$ cat src/logic/qdrc_params.svh
`ifndef QDRC_PARAMS_SVH
`define QDRC_PARAMS_SVH

// One beat on the QDR data pins
`define QDRC_DATA_WIDTH      36
`define QDRC_BW_WIDTH        4
`define QDRC_ADDR_WIDTH      22

// A user word is two beats
`define QDRC_WORD_WIDTH      (2 * `QDRC_DATA_WIDTH)
`define QDRC_BE_WIDTH        (2 * `QDRC_BW_WIDTH)

`define QDRC_TRAIN_PATTERN   72'h00_abcd_ef12_3456_7890
`define QDRC_CAL_RETRIES     3
`define QDRC_TIMEOUT_CYCLES  64
`define QDRC_SETTLE_CYCLES   8

// Outstanding reads the response path can track
`define QDRC_RD_FIFO_DEPTH   4

`define QDRC_PRB_WIDTH       4

`endif

$ cat src/logic/qdrc_pkg.sv
`include "qdrc_params.svh"

package qdrc_pkg;

  typedef enum logic [1:0] {
    op_idle,
    op_read,
    op_write
  } qdr_op_e;

  typedef struct packed {
    logic                          valid;
    logic [`QDRC_ADDR_WIDTH-1:0]   addr;
    logic [`QDRC_WORD_WIDTH-1:0]   data;
    logic [`QDRC_BE_WIDTH-1:0]     be;
  } qdr_wr_req_t;

  typedef struct packed {
    logic                          valid;
    logic [`QDRC_ADDR_WIDTH-1:0]   addr;
    logic                          train;  // Response belongs to calibration
  } qdr_rd_req_t;

  typedef struct packed {
    qdr_op_e                       op;
    logic [`QDRC_ADDR_WIDTH-1:0]   addr;
  } qdr_slot_t;

  typedef struct packed {
    logic                          valid;
    logic [`QDRC_WORD_WIDTH-1:0]   data;
    logic                          train;
  } qdr_rd_rsp_t;

  typedef enum logic [`QDRC_PRB_WIDTH-1:0] {
    phy_reset,
    phy_wait_idelay,
    phy_train,
    phy_ready,
    phy_fail
  } phy_state_e;

  typedef enum logic [`QDRC_PRB_WIDTH-1:0] {
    tr_write_pattern,
    tr_read_pattern,
    tr_wait_data,
    tr_compare
  } train_state_e;

  typedef enum logic [`QDRC_PRB_WIDTH-1:0] {
    al_wait_qvld,
    al_beat0,
    al_beat1
  } align_state_e;

endpackage

$ cat src/logic/qdrc_phy_init.sv
`timescale 1ns/1ps
`include "qdrc_params.svh"

module qdrc_phy_init (
  input  logic                          clk0,
  input  logic                          qdr_rst,
  input  logic                          usr_rd_strb,
  input  logic                          usr_wr_strb,
  input  logic [`QDRC_ADDR_WIDTH-1:0]   usr_addr,
  input  logic [`QDRC_WORD_WIDTH-1:0]   usr_wr_data,
  input  logic [`QDRC_BE_WIDTH-1:0]     usr_wr_be,
  input  qdrc_pkg::qdr_rd_rsp_t         rd_rsp,
  output qdrc_pkg::qdr_wr_req_t         wr_req,
  output qdrc_pkg::qdr_rd_req_t         rd_req,
  output logic                          phy_rdy,
  output logic                          cal_fail,
  output logic [`QDRC_PRB_WIDTH-1:0]    bit_train_state_prb,
  output logic [`QDRC_PRB_WIDTH-1:0]    bit_train_error_prb,
  output logic [`QDRC_PRB_WIDTH-1:0]    phy_state_prb
);

  localparam int CNT_W       = $clog2(`QDRC_TIMEOUT_CYCLES) + 1;
  localparam int PRB_W       = `QDRC_PRB_WIDTH;
  localparam int RD_ISSUE_AT = 4;  // Gives the pattern write time to reach the array

  qdrc_pkg::phy_state_e         phy_state;
  qdrc_pkg::train_state_e       train_state;
  logic [CNT_W-1:0]             attempt_cnt;
  logic [PRB_W-1:0]             err_cnt;
  logic [`QDRC_WORD_WIDTH-1:0]  train_word;
  logic                         train_hit;
  logic                         attempt_timeout;
  logic                         pattern_ok;
  logic                         train_rsp;

  assign train_rsp       = rd_rsp.valid && rd_rsp.train;
  assign attempt_timeout = attempt_cnt == CNT_W'(`QDRC_TIMEOUT_CYCLES - 2);
  assign pattern_ok      = train_hit && (train_word == `QDRC_TRAIN_PATTERN);

  always_ff @(posedge clk0) begin
    if (qdr_rst) begin
      phy_state   <= qdrc_pkg::phy_reset;
      train_state <= qdrc_pkg::tr_write_pattern;
      attempt_cnt <= '0;
      err_cnt     <= '0;
      train_hit   <= 1'b0;
    end else begin
      case (phy_state)
        qdrc_pkg::phy_reset: begin
          phy_state   <= qdrc_pkg::phy_wait_idelay;
          attempt_cnt <= '0;
        end
        qdrc_pkg::phy_wait_idelay: begin
          attempt_cnt <= attempt_cnt + 1'b1;
          if (attempt_cnt == CNT_W'(`QDRC_SETTLE_CYCLES - 1)) begin
            phy_state   <= qdrc_pkg::phy_train;
            train_state <= qdrc_pkg::tr_write_pattern;
            attempt_cnt <= '0;
          end
        end
        qdrc_pkg::phy_train: begin
          attempt_cnt <= attempt_cnt + 1'b1;
          case (train_state)
            qdrc_pkg::tr_write_pattern: begin
              train_state <= qdrc_pkg::tr_read_pattern;
            end
            qdrc_pkg::tr_read_pattern: begin
              if (attempt_cnt == CNT_W'(RD_ISSUE_AT)) begin
                train_state <= qdrc_pkg::tr_wait_data;
              end
            end
            qdrc_pkg::tr_wait_data: begin
              if (train_rsp) begin
                train_hit   <= 1'b1;
                train_state <= qdrc_pkg::tr_compare;
              end else if (attempt_timeout) begin
                train_hit   <= 1'b0;  // Nothing came back in time
                train_state <= qdrc_pkg::tr_compare;
              end
            end
            default: begin
              attempt_cnt <= '0;
              train_state <= qdrc_pkg::tr_write_pattern;
              if (pattern_ok) begin
                phy_state <= qdrc_pkg::phy_ready;
              end else begin
                err_cnt <= err_cnt + 1'b1;
                if (err_cnt == PRB_W'(`QDRC_CAL_RETRIES - 1)) begin
                  phy_state <= qdrc_pkg::phy_fail;
                end
              end
            end
          endcase
        end
        default: begin
          attempt_cnt <= attempt_cnt;  // Ready and fail are terminal until reset
        end
      endcase
    end
  end

  always_ff @(posedge clk0) begin
    if (train_rsp) begin
      train_word <= rd_rsp.data;
    end
  end

  // During calibration the request registers carry the training traffic
  always_ff @(posedge clk0) begin
    if (qdr_rst) begin
      wr_req.valid <= 1'b0;
      rd_req.valid <= 1'b0;
    end else if (phy_state == qdrc_pkg::phy_ready) begin
      wr_req.valid <= usr_wr_strb;
      wr_req.addr  <= usr_addr;
      wr_req.data  <= usr_wr_data;
      wr_req.be    <= usr_wr_be;
      rd_req.valid <= usr_rd_strb;
      rd_req.addr  <= usr_addr;
      rd_req.train <= 1'b0;
    end else begin
      wr_req.valid <= (phy_state == qdrc_pkg::phy_train) &&
                      (train_state == qdrc_pkg::tr_write_pattern);
      wr_req.addr  <= '0;
      wr_req.data  <= `QDRC_TRAIN_PATTERN;
      wr_req.be    <= '1;
      rd_req.valid <= (phy_state == qdrc_pkg::phy_train) &&
                      (train_state == qdrc_pkg::tr_read_pattern) &&
                      (attempt_cnt == CNT_W'(RD_ISSUE_AT));
      rd_req.addr  <= '0;
      rd_req.train <= 1'b1;
    end
  end

  assign phy_rdy             = phy_state == qdrc_pkg::phy_ready;
  assign cal_fail            = phy_state == qdrc_pkg::phy_fail;
  assign phy_state_prb       = phy_state;
  assign bit_train_state_prb = train_state;
  assign bit_train_error_prb = err_cnt;

  a_rdy_fail_excl: assert property (@(posedge clk0) disable iff (qdr_rst)
    !(phy_rdy && cal_fail))
    else $error("phy_rdy and cal_fail both high");

  // Every attempt is bounded, so calibration ends within the retry budget
  a_cal_bounded: assert property (@(posedge clk0) disable iff (qdr_rst)
    $rose(phy_state == qdrc_pkg::phy_train) |->
      ##[1:`QDRC_CAL_RETRIES * `QDRC_TIMEOUT_CYCLES] (phy_rdy || cal_fail))
    else $error("calibration did not finish within its timeout");

endmodule

$ cat src/logic/qdrc_wr_path.sv
`timescale 1ns/1ps
`include "qdrc_params.svh"

module qdrc_wr_path (
  input  logic                          clk0,
  input  logic                          qdr_rst,
  input  qdrc_pkg::qdr_wr_req_t         wr_req,
  input  logic                          wr_grant,
  output qdrc_pkg::qdr_slot_t           wr_slot,
  output logic [`QDRC_DATA_WIDTH-1:0]   qdr_d,
  output logic [`QDRC_BW_WIDTH-1:0]     qdr_bw_n
);

  localparam int DW = `QDRC_DATA_WIDTH;
  localparam int BW = `QDRC_BW_WIDTH;

  qdrc_pkg::qdr_wr_req_t  held;  // Request still waiting for its grant
  qdrc_pkg::qdr_wr_req_t  src;
  logic                   beat1_pend;
  logic [DW-1:0]          beat1_d;
  logic [BW-1:0]          beat1_be;

  assign src = held.valid ? held : wr_req;

  // The arbiter keeps the address of a delayed write, so the slot is a single pulse
  assign wr_slot.op   = wr_req.valid ? qdrc_pkg::op_write : qdrc_pkg::op_idle;
  assign wr_slot.addr = wr_req.addr;

  always_ff @(posedge clk0) begin
    if (qdr_rst) begin
      held.valid <= 1'b0;
      beat1_pend <= 1'b0;
      qdr_bw_n   <= '1;
    end else begin
      if (wr_grant) begin
        held.valid <= 1'b0;
      end else if (wr_req.valid) begin
        held <= wr_req;
      end
      beat1_pend <= wr_grant;
      if (wr_grant) begin
        qdr_bw_n <= ~src.be[BW-1:0];  // Lanes are active low on the pins
      end else if (beat1_pend) begin
        qdr_bw_n <= ~beat1_be;
      end else begin
        qdr_bw_n <= '1;
      end
    end
  end

  always_ff @(posedge clk0) begin
    if (wr_grant) begin
      qdr_d    <= src.data[DW-1:0];
      beat1_d  <= src.data[2*DW-1:DW];
      beat1_be <= src.be[2*BW-1:BW];
    end else if (beat1_pend) begin
      qdr_d <= beat1_d;
    end
  end

  a_no_req_in_flight: assert property (@(posedge clk0) disable iff (qdr_rst)
    wr_req.valid |-> !held.valid)
    else $error("write request arrived while another was waiting for grant");

  // The arbiter must leave room for the second beat
  a_grant_spacing: assert property (@(posedge clk0) disable iff (qdr_rst)
    wr_grant |-> !beat1_pend)
    else $error("write granted while beat 1 of the previous burst is pending");

endmodule

$ cat src/logic/qdrc_rd_path.sv
`timescale 1ns/1ps
`include "qdrc_params.svh"

module qdrc_rd_path (
  input  logic                          clk0,
  input  logic                          qdr_rst,
  input  qdrc_pkg::qdr_rd_req_t         rd_req,
  input  logic [`QDRC_DATA_WIDTH-1:0]   qdr_q,
  input  logic                          qdr_qvld,
  output qdrc_pkg::qdr_slot_t           rd_slot,
  output qdrc_pkg::qdr_rd_rsp_t         rd_rsp,
  output logic [`QDRC_WORD_WIDTH-1:0]   usr_rd_data,
  output logic                          usr_rd_dvld,
  output logic [`QDRC_PRB_WIDTH-1:0]    bit_align_state_prb
);

  localparam int DEPTH = `QDRC_RD_FIFO_DEPTH;
  localparam int PTR_W = $clog2(DEPTH);

  logic                          tag_mem [DEPTH];
  logic [PTR_W-1:0]              wr_ptr;
  logic [PTR_W-1:0]              rd_ptr;
  logic [PTR_W:0]                count;
  logic                          push;
  logic                          pop;
  logic                          tag_head;
  logic [`QDRC_DATA_WIDTH-1:0]   beat0_q;
  qdrc_pkg::align_state_e        align_state;

  // Reads always win arbitration, so the slot needs no holding
  assign rd_slot.op   = rd_req.valid ? qdrc_pkg::op_read : qdrc_pkg::op_idle;
  assign rd_slot.addr = rd_req.addr;

  assign push     = rd_req.valid;
  assign pop      = (align_state == qdrc_pkg::al_beat1) && qdr_qvld;
  assign tag_head = tag_mem[rd_ptr];

  assign bit_align_state_prb = align_state;

  always_ff @(posedge clk0) begin
    if (push) begin
      tag_mem[wr_ptr] <= rd_req.train;
    end
  end

  always_ff @(posedge clk0) begin
    if (qdr_rst) begin
      wr_ptr       <= '0;
      rd_ptr       <= '0;
      count        <= '0;
      align_state  <= qdrc_pkg::al_wait_qvld;
      usr_rd_dvld  <= 1'b0;
      rd_rsp.valid <= 1'b0;
    end else begin
      wr_ptr <= wr_ptr + PTR_W'(push);
      rd_ptr <= rd_ptr + PTR_W'(pop);
      count  <= count + (PTR_W + 1)'(push) - (PTR_W + 1)'(pop);
      case (align_state)
        qdrc_pkg::al_wait_qvld: begin
          if (qdr_qvld) begin
            align_state <= qdrc_pkg::al_beat1;
          end else if (count != '0) begin
            align_state <= qdrc_pkg::al_beat0;
          end
        end
        qdrc_pkg::al_beat0: begin
          if (qdr_qvld) begin
            align_state <= qdrc_pkg::al_beat1;
          end
        end
        default: begin
          if (qdr_qvld) begin
            align_state <= qdrc_pkg::al_wait_qvld;
          end
        end
      endcase
      usr_rd_dvld  <= pop && !tag_head;
      rd_rsp.valid <= pop && tag_head;
      rd_rsp.train <= tag_head;
      rd_rsp.data  <= {qdr_q, beat0_q};
    end
  end

  always_ff @(posedge clk0) begin
    if (qdr_qvld && align_state != qdrc_pkg::al_beat1) begin
      beat0_q <= qdr_q;  // Low half of the word
    end
    if (pop) begin
      usr_rd_data <= {qdr_q, beat0_q};
    end
  end

  a_qvld_expected: assert property (@(posedge clk0) disable iff (qdr_rst)
    qdr_qvld |-> count != '0)
    else $error("qdr_qvld with no read outstanding");

  a_fifo_room: assert property (@(posedge clk0) disable iff (qdr_rst)
    push |-> (count < (PTR_W + 1)'(DEPTH)) || pop)
    else $error("read tag FIFO overflow");

endmodule

$ cat src/logic/qdrc_addr_arb.sv
`timescale 1ns/1ps
`include "qdrc_params.svh"

module qdrc_addr_arb (
  input  logic                          clk0,
  input  logic                          qdr_rst,
  input  qdrc_pkg::qdr_slot_t           rd_slot,
  input  qdrc_pkg::qdr_slot_t           wr_slot,
  output logic                          wr_grant,
  output logic [`QDRC_ADDR_WIDTH-1:0]   qdr_sa,
  output logic                          qdr_r_n,
  output logic                          qdr_w_n
);

  logic                          pend_valid;
  logic [`QDRC_ADDR_WIDTH-1:0]   pend_addr;
  logic                          rd_go;
  logic                          wr_want;
  logic                          wr_go;
  logic [`QDRC_ADDR_WIDTH-1:0]   wr_addr;

  assign rd_go   = rd_slot.op == qdrc_pkg::op_read;
  assign wr_want = pend_valid || (wr_slot.op == qdrc_pkg::op_write);
  assign wr_addr = pend_valid ? pend_addr : wr_slot.addr;

  // A write on the pins this cycle still owns qdr_d for its second beat
  assign wr_go    = wr_want && !rd_go && qdr_w_n;
  assign wr_grant = wr_go;

  always_ff @(posedge clk0) begin
    if (qdr_rst) begin
      qdr_r_n    <= 1'b1;
      qdr_w_n    <= 1'b1;
      pend_valid <= 1'b0;
    end else begin
      qdr_r_n    <= !rd_go;
      qdr_w_n    <= !wr_go;
      pend_valid <= wr_want && !wr_go;
    end
  end

  always_ff @(posedge clk0) begin
    if (wr_want && !wr_go) begin
      pend_addr <= wr_addr;
    end
    if (rd_go) begin
      qdr_sa <= rd_slot.addr;
    end else if (wr_go) begin
      qdr_sa <= wr_addr;
    end
  end

  a_one_cmd: assert property (@(posedge clk0) disable iff (qdr_rst)
    !(!qdr_r_n && !qdr_w_n))
    else $error("qdr_r_n and qdr_w_n low together");

  // Only one write can wait, so a second one must not arrive behind it
  a_pend_free: assert property (@(posedge clk0) disable iff (qdr_rst)
    pend_valid |-> wr_slot.op != qdrc_pkg::op_write)
    else $error("new write while a write is pending");

endmodule

$ cat src/logic/qdr_controller.sv
`timescale 1ns/1ps
`include "qdrc_params.svh"

module qdr_controller (
  input  logic                          clk0,
  input  logic                          reset,      // Held until clocks and delays are stable
  input  logic                          idelay_rdy,

  output logic [`QDRC_DATA_WIDTH-1:0]   qdr_d,
  input  logic [`QDRC_DATA_WIDTH-1:0]   qdr_q,
  output logic [`QDRC_ADDR_WIDTH-1:0]   qdr_sa,
  output logic                          qdr_w_n,
  output logic                          qdr_r_n,
  output logic [`QDRC_BW_WIDTH-1:0]     qdr_bw_n,
  input  logic                          qdr_qvld,

  output logic                          phy_rdy,
  output logic                          cal_fail,

  output logic [`QDRC_PRB_WIDTH-1:0]    bit_align_state_prb,
  output logic [`QDRC_PRB_WIDTH-1:0]    bit_train_state_prb,
  output logic [`QDRC_PRB_WIDTH-1:0]    bit_train_error_prb,
  output logic [`QDRC_PRB_WIDTH-1:0]    phy_state_prb,

  input  logic                          usr_rd_strb,
  input  logic                          usr_wr_strb,
  input  logic [`QDRC_ADDR_WIDTH-1:0]   usr_addr,
  output logic [`QDRC_WORD_WIDTH-1:0]   usr_rd_data,
  output logic                          usr_rd_dvld,
  input  logic [`QDRC_WORD_WIDTH-1:0]   usr_wr_data,
  input  logic [`QDRC_BE_WIDTH-1:0]     usr_wr_be
);

  logic                   qdr_rst;
  logic                   wr_grant;
  qdrc_pkg::qdr_wr_req_t  wr_req;
  qdrc_pkg::qdr_rd_req_t  rd_req;
  qdrc_pkg::qdr_rd_rsp_t  rd_rsp;
  qdrc_pkg::qdr_slot_t    wr_slot;
  qdrc_pkg::qdr_slot_t    rd_slot;

  assign qdr_rst = reset || !idelay_rdy;

  qdrc_phy_init qdrc_phy_init_inst (
    .clk0                (clk0),
    .qdr_rst             (qdr_rst),
    .usr_rd_strb         (usr_rd_strb),
    .usr_wr_strb         (usr_wr_strb),
    .usr_addr            (usr_addr),
    .usr_wr_data         (usr_wr_data),
    .usr_wr_be           (usr_wr_be),
    .rd_rsp              (rd_rsp),
    .wr_req              (wr_req),
    .rd_req              (rd_req),
    .phy_rdy             (phy_rdy),
    .cal_fail            (cal_fail),
    .bit_train_state_prb (bit_train_state_prb),
    .bit_train_error_prb (bit_train_error_prb),
    .phy_state_prb       (phy_state_prb)
  );

  qdrc_wr_path qdrc_wr_path_inst (
    .clk0     (clk0),
    .qdr_rst  (qdr_rst),
    .wr_req   (wr_req),
    .wr_grant (wr_grant),
    .wr_slot  (wr_slot),
    .qdr_d    (qdr_d),
    .qdr_bw_n (qdr_bw_n)
  );

  qdrc_rd_path qdrc_rd_path_inst (
    .clk0                (clk0),
    .qdr_rst             (qdr_rst),
    .rd_req              (rd_req),
    .qdr_q               (qdr_q),
    .qdr_qvld            (qdr_qvld),
    .rd_slot             (rd_slot),
    .rd_rsp              (rd_rsp),
    .usr_rd_data         (usr_rd_data),
    .usr_rd_dvld         (usr_rd_dvld),
    .bit_align_state_prb (bit_align_state_prb)
  );

  qdrc_addr_arb qdrc_addr_arb_inst (
    .clk0     (clk0),
    .qdr_rst  (qdr_rst),
    .rd_slot  (rd_slot),
    .wr_slot  (wr_slot),
    .wr_grant (wr_grant),
    .qdr_sa   (qdr_sa),
    .qdr_r_n  (qdr_r_n),
    .qdr_w_n  (qdr_w_n)
  );

endmodule

$ cat config.mk
export PLATFORM = sky130hd
export DESIGN_NAME = qdr_controller
export DESIGN_NICKNAME = d
export VERILOG_FILES = /design/src/logic/qdrc_pkg.sv /design/src/logic/qdrc_phy_init.sv /design/src/logic/qdrc_wr_path.sv /design/src/logic/qdrc_rd_path.sv /design/src/logic/qdrc_addr_arb.sv /design/src/logic/qdr_controller.sv
export VERILOG_INCLUDE_DIRS = /design/src /design/src/logic
export SDC_FILE = /design/constraint.sdc
export NUM_CORES = 1
export LEC_CHECK = 0
export BUFFER_PORTS_ARGS = -buffer_cell sky130_fd_sc_hd__buf_4
export CAP_MARGIN = 20
export CORE_MARGIN = 1
export CORE_UTILIZATION = 35
export DETAILED_ROUTE_END_ITERATION = 10
export GPL_TIMING_DRIVEN = 0
export SLEW_MARGIN = 10
export SYNTH_ARGS = -nofsm -noshare
export SYNTH_HDL_FRONTEND = slang
export SYNTH_SLANG_ARGS = --single-unit
$ cat constraint.sdc
create_clock -name clk0 -period 6.2 [get_ports clk0]
set_input_delay 0.93 -clock clk0 [delete_from_list [all_inputs] [get_ports clk0]]
set_output_delay 0.93 -clock clk0 [all_outputs]
set_load 0.02 [all_outputs]
==> flow_metrics.env <==
export IMPL_cts_tree="done"
export IMPL_p_comb_share_pct=2.5
export IMPL_crit_fanout=10
export IMPL_antenna_found_initial=1
export IMPL_outcome="finished, final reports clean"
export IMPL_multi_input_area_mm2=0.003650
export IMPL_reg2reg_depth=8
export IMPL_relSlewSlack_pct=29.00
export IMPL_drtAntennaViolNets=0
export IMPL_fin_nets=1673
export IMPL_period_minus_slack_ps=3272
export IMPL_grt_util_all_layers_pct=14.40
export IMPL_start_util_pct=35.54
export IMPL_routed_wl_um=45360
export IMPL_synth_area_mm2=0.02149
export IMPL_avgSynthCellArea_um2=18.74
export IMPL_crit_cells=5
export IMPL_maxCapViolCount=0
export IMPL_fp_dieW_um=249.8
export IMPL_grtUsageMet1_pct=18.40
export IMPL_fp_dieArea_mm2=0.06241
export IMPL_crit_start="qdrc_phy_init_inst.phy_state_prb[1]"
export IMPL_path_class="flip-flop to output port"
export IMPL_viasPerCell=4.655
export IMPL_synth_flop_cell="edfxtp_1"
export IMPL_seq_area_mm2=0.01760
export IMPL_drt_initial_drc_count=671
export IMPL_min_path_type="flip-flop to flip-flop"
export IMPL_seq_power_share_pct=55.6
export IMPL_cts_setup_buffers=0
export IMPL_clock_latency_ps=620
export IMPL_rsz0062_at_grt="false"
export IMPL_fp_dieH_um=249.8
export IMPL_cellPowerDensity_mw_per_mm2=301.8
export IMPL_met2_usage_pct=23.95
export IMPL_place_hpwl_um=30250
export IMPL_path_clk_slew_ps=60
export IMPL_critPathArrivalTime_ps=2340
export IMPL_hold_depth=0
export IMPL_area_growth_pct=24.67
export IMPL_hold_violations=0
export IMPL_clock_sinks=599
export IMPL_grt_pass1_wl_um=67900
export IMPL_clk_path_buf_depth=3
export IMPL_synth_cells=1147
export IMPL_synth_area_leaders="edfxtp_1 78%, mux2_2 4.6%, dfxtp_1 3.6%, and2_1 2.0%, mux2i_1 1.7%"
export IMPL_grt_met3_usage_pct=4.151
export IMPL_fill_cells=5257
export IMPL_yosysWarnings=0
export IMPL_cts_buffers=60
export IMPL_switching_share_pct=20.35
export IMPL_num_io_pins=299
export IMPL_core_area_mm2=0.06047
export IMPL_h_tree_depth=2
export IMPL_p_switching_uw=1645
export IMPL_routedWlPerCell_um=19.32
export IMPL_fmax_mhz=305.6
export IMPL_finalSetupViolCount=0
export IMPL_synth_top_cell_area_share_pct=78.24
export IMPL_path_buf_inv=4
export IMPL_yosys_area_top_type="edfxtp_1"
export IMPL_rows=90
export IMPL_cp_start_kind="flip-flop"
export IMPL_grt_pass1_vias=11250
export IMPL_io_buffer_count=293
export IMPL_required_ps=5270
export IMPL_slowest_stage="clkbuf_1"
export IMPL_grt_max_degree=94
export IMPL_first_pass_iters=5
export IMPL_busiest_layer="met2"
export IMPL_hold_path_startpoint="qdrc_rd_path_inst.rd_rsp[44]"
export IMPL_vias=10930
export IMPL_slew_viol_final=0
export IMPL_cts_root_buf="clkbuf_16"
export IMPL_min_period_over_period_pct=52.77
export IMPL_drcViolationCount=0
export IMPL_post_route_cells_drive_above_1_share_pct=35.38
export IMPL_synth_cell_types=64
export IMPL_ys_ff_latch=599
export IMPL_ir_drop_mv=0.2460
export IMPL_async_flop_share_pct=0
export IMPL_worst_pin_slew_ps=1065
export IMPL_cts_resized=0
export IMPL_crit_family="buffers and inverters"
export IMPL_p_int_uw=6442
export IMPL_hold_buffers=0
export IMPL_leakagePower_uw=0.009091
export IMPL_fin_util_pct=44.31
export IMPL_crit_chain="buf_2, nand3_1, inv_1, clkbuf_1, buf_4"
export IMPL_power_frac_clock_pct=41.9
export IMPL_cpPeakStageDelay_ps=490
export IMPL_gp_congestion=0.7853
export IMPL_grt_ovfl_total=0
export IMPL_fin_setup_tns_ps=0
export IMPL_finClkSkew_ps=22.10
export IMPL_r2r_start="qdrc_addr_arb_inst.pend_valid"
export IMPL_end_kind="output port"
export IMPL_seq_area_frac_synth_pct=81.87
export IMPL_n_antenna_cell=0
export IMPL_synth_edf_count=560
metrics by stage:
step | setup WS, ps | hold WS, ps | total power (uW) | cells | instance area [um2]
floorplan | 2111 | 400.3 | 4649 | 1151 | 21510
global placement | -299.2 | 402.9 | 4783 | 2226 | 24690
detailed placement | 2503 | 404.5 | 4788 | 2235 | 24930
CTS | 2781 | 405.4 | 8205 | 2348 | 26790
global route | 2666 | 420.0 | 8364 | 2348 | 26790
finish | 2928 | 406.4 | 8087 | 2348 | 26790
worst paths after layout:
check | endpoint | slack [ps]
worst max-delay path | phy_rdy | 2930
worst min register to register | qdrc_phy_init_inst.train_word[43] | 410
worst min-delay path | qdrc_phy_init_inst.train_word[43] | 410
worst max register to register | qdrc_addr_arb_inst.pend_addr[10] | 3030
cells in the mapped netlist, types with 2 or more instances:
library cell and n:
nand3_1 7, buf_4 5, o21ai_1 2, buf_1 8, nand2b_1 4, o21ai_0 6, inv_1 14, buf_6 2
a32oi_1 4, nor4bb_1 4, a21oi_1 47, nor3_2 2, xnor2_1 6, nand2_1 19, nand3_2 2, nand4_2 3
o31ai_1 2, buf_2 4, nor3_1 7, dfxtp_1 39, edfxtp_1 560, nor3b_1 4, xor2_1 2, mux2_2 88
a21boi_0 2, clkbuf_1 27, and2_1 68, mux2i_1 37, nor2_1 71, or2_2 41, and3_1 4, nand4_1 8
a21oi_2 2, nor4b_1 4, ha_1 13
state kept, by name, indices dropped and copies added, names as in the netlist, 4 cells and up:
signal / cells
qdrc_addr_arb_inst.pend_addr: 22
qdrc_addr_arb_inst.qdr_sa: 22
qdrc_phy_init_inst.attempt_cnt: 7
qdrc_phy_init_inst.bit_train_error_prb: 4
qdrc_phy_init_inst.train_word: 72
qdrc_phy_init_inst.wr_req: 103
qdrc_rd_path_inst.beat0_q: 36
qdrc_rd_path_inst.rd_rsp: 74
qdrc_rd_path_inst.tag_mem: 4
qdrc_rd_path_inst.usr_rd_data: 72
qdrc_wr_path_inst.beat1_be: 4
qdrc_wr_path_inst.beat1_d: 36
qdrc_wr_path_inst.held: 81
qdrc_wr_path_inst.qdr_bw_n: 4
qdrc_wr_path_inst.qdr_d: 36
layout make-up:
type	instances	share of cell area, %
Buffer	47	0.8779
Clock buffer	78	6.122
Clock inverter	35	0.8265
Inverter	16	0.2241
Multi-Input combinational cell	489	13.62
Sequential cell	599	65.67
Tap cell	782	3.652
Timing Repair Buffer	302	9.003
power groups by stage:
stage | Sequential [uW] | Clock (uW) | Combinational (uW)
6_report | 4500 | 3390 | 198
3_5_place_dp | 4580 | 0 | 203
2_1_floorplan | 4600 | 0 | 53.9
3_3_place_gp | 4590 | 0 | 189
5_1_grt | 4500 | 3650 | 214
4_1_cts | 4500 | 3500 | 204
layout by cell type (no fill, tap or decap), types with 19 or more instances in the layout:
cell / n
mux2i_1: 37
mux2_2: 88
buf_4: 298
or2_2: 41
dfxtp_1: 39
a21oi_1: 47
clkbuf_1: 39
and2_1: 66
nand2_1: 19
clkbuf_16: 61
edfxtp_1: 560
nor2_1: 70
kinds of logic (layout without fill, tap and decap cells):
group / Yosys count / count (layout) / synth area share (%)
fa+ha+maj: 14 / 14 / 0.8499
compound gates: 74 / 74 / 2.055
mux: 126 / 126 / 6.438
flops: 599 / 599 / 81.87
simple gates: 262 / 262 / 7.114
xor+xnor: 8 / 8 / 0.3260
other cells: 1 / 5 / 0.01745
buf+inv: 63 / 478 / 1.327
routing by layer:
metal  wire length, um  part of all wire, %
met5                13                0.029
met4               786                  1.7
met3              3377                  7.4
met2             22130                   49
met1             19050                   42
Note: power is estimated with default switching activity, not from simulation.
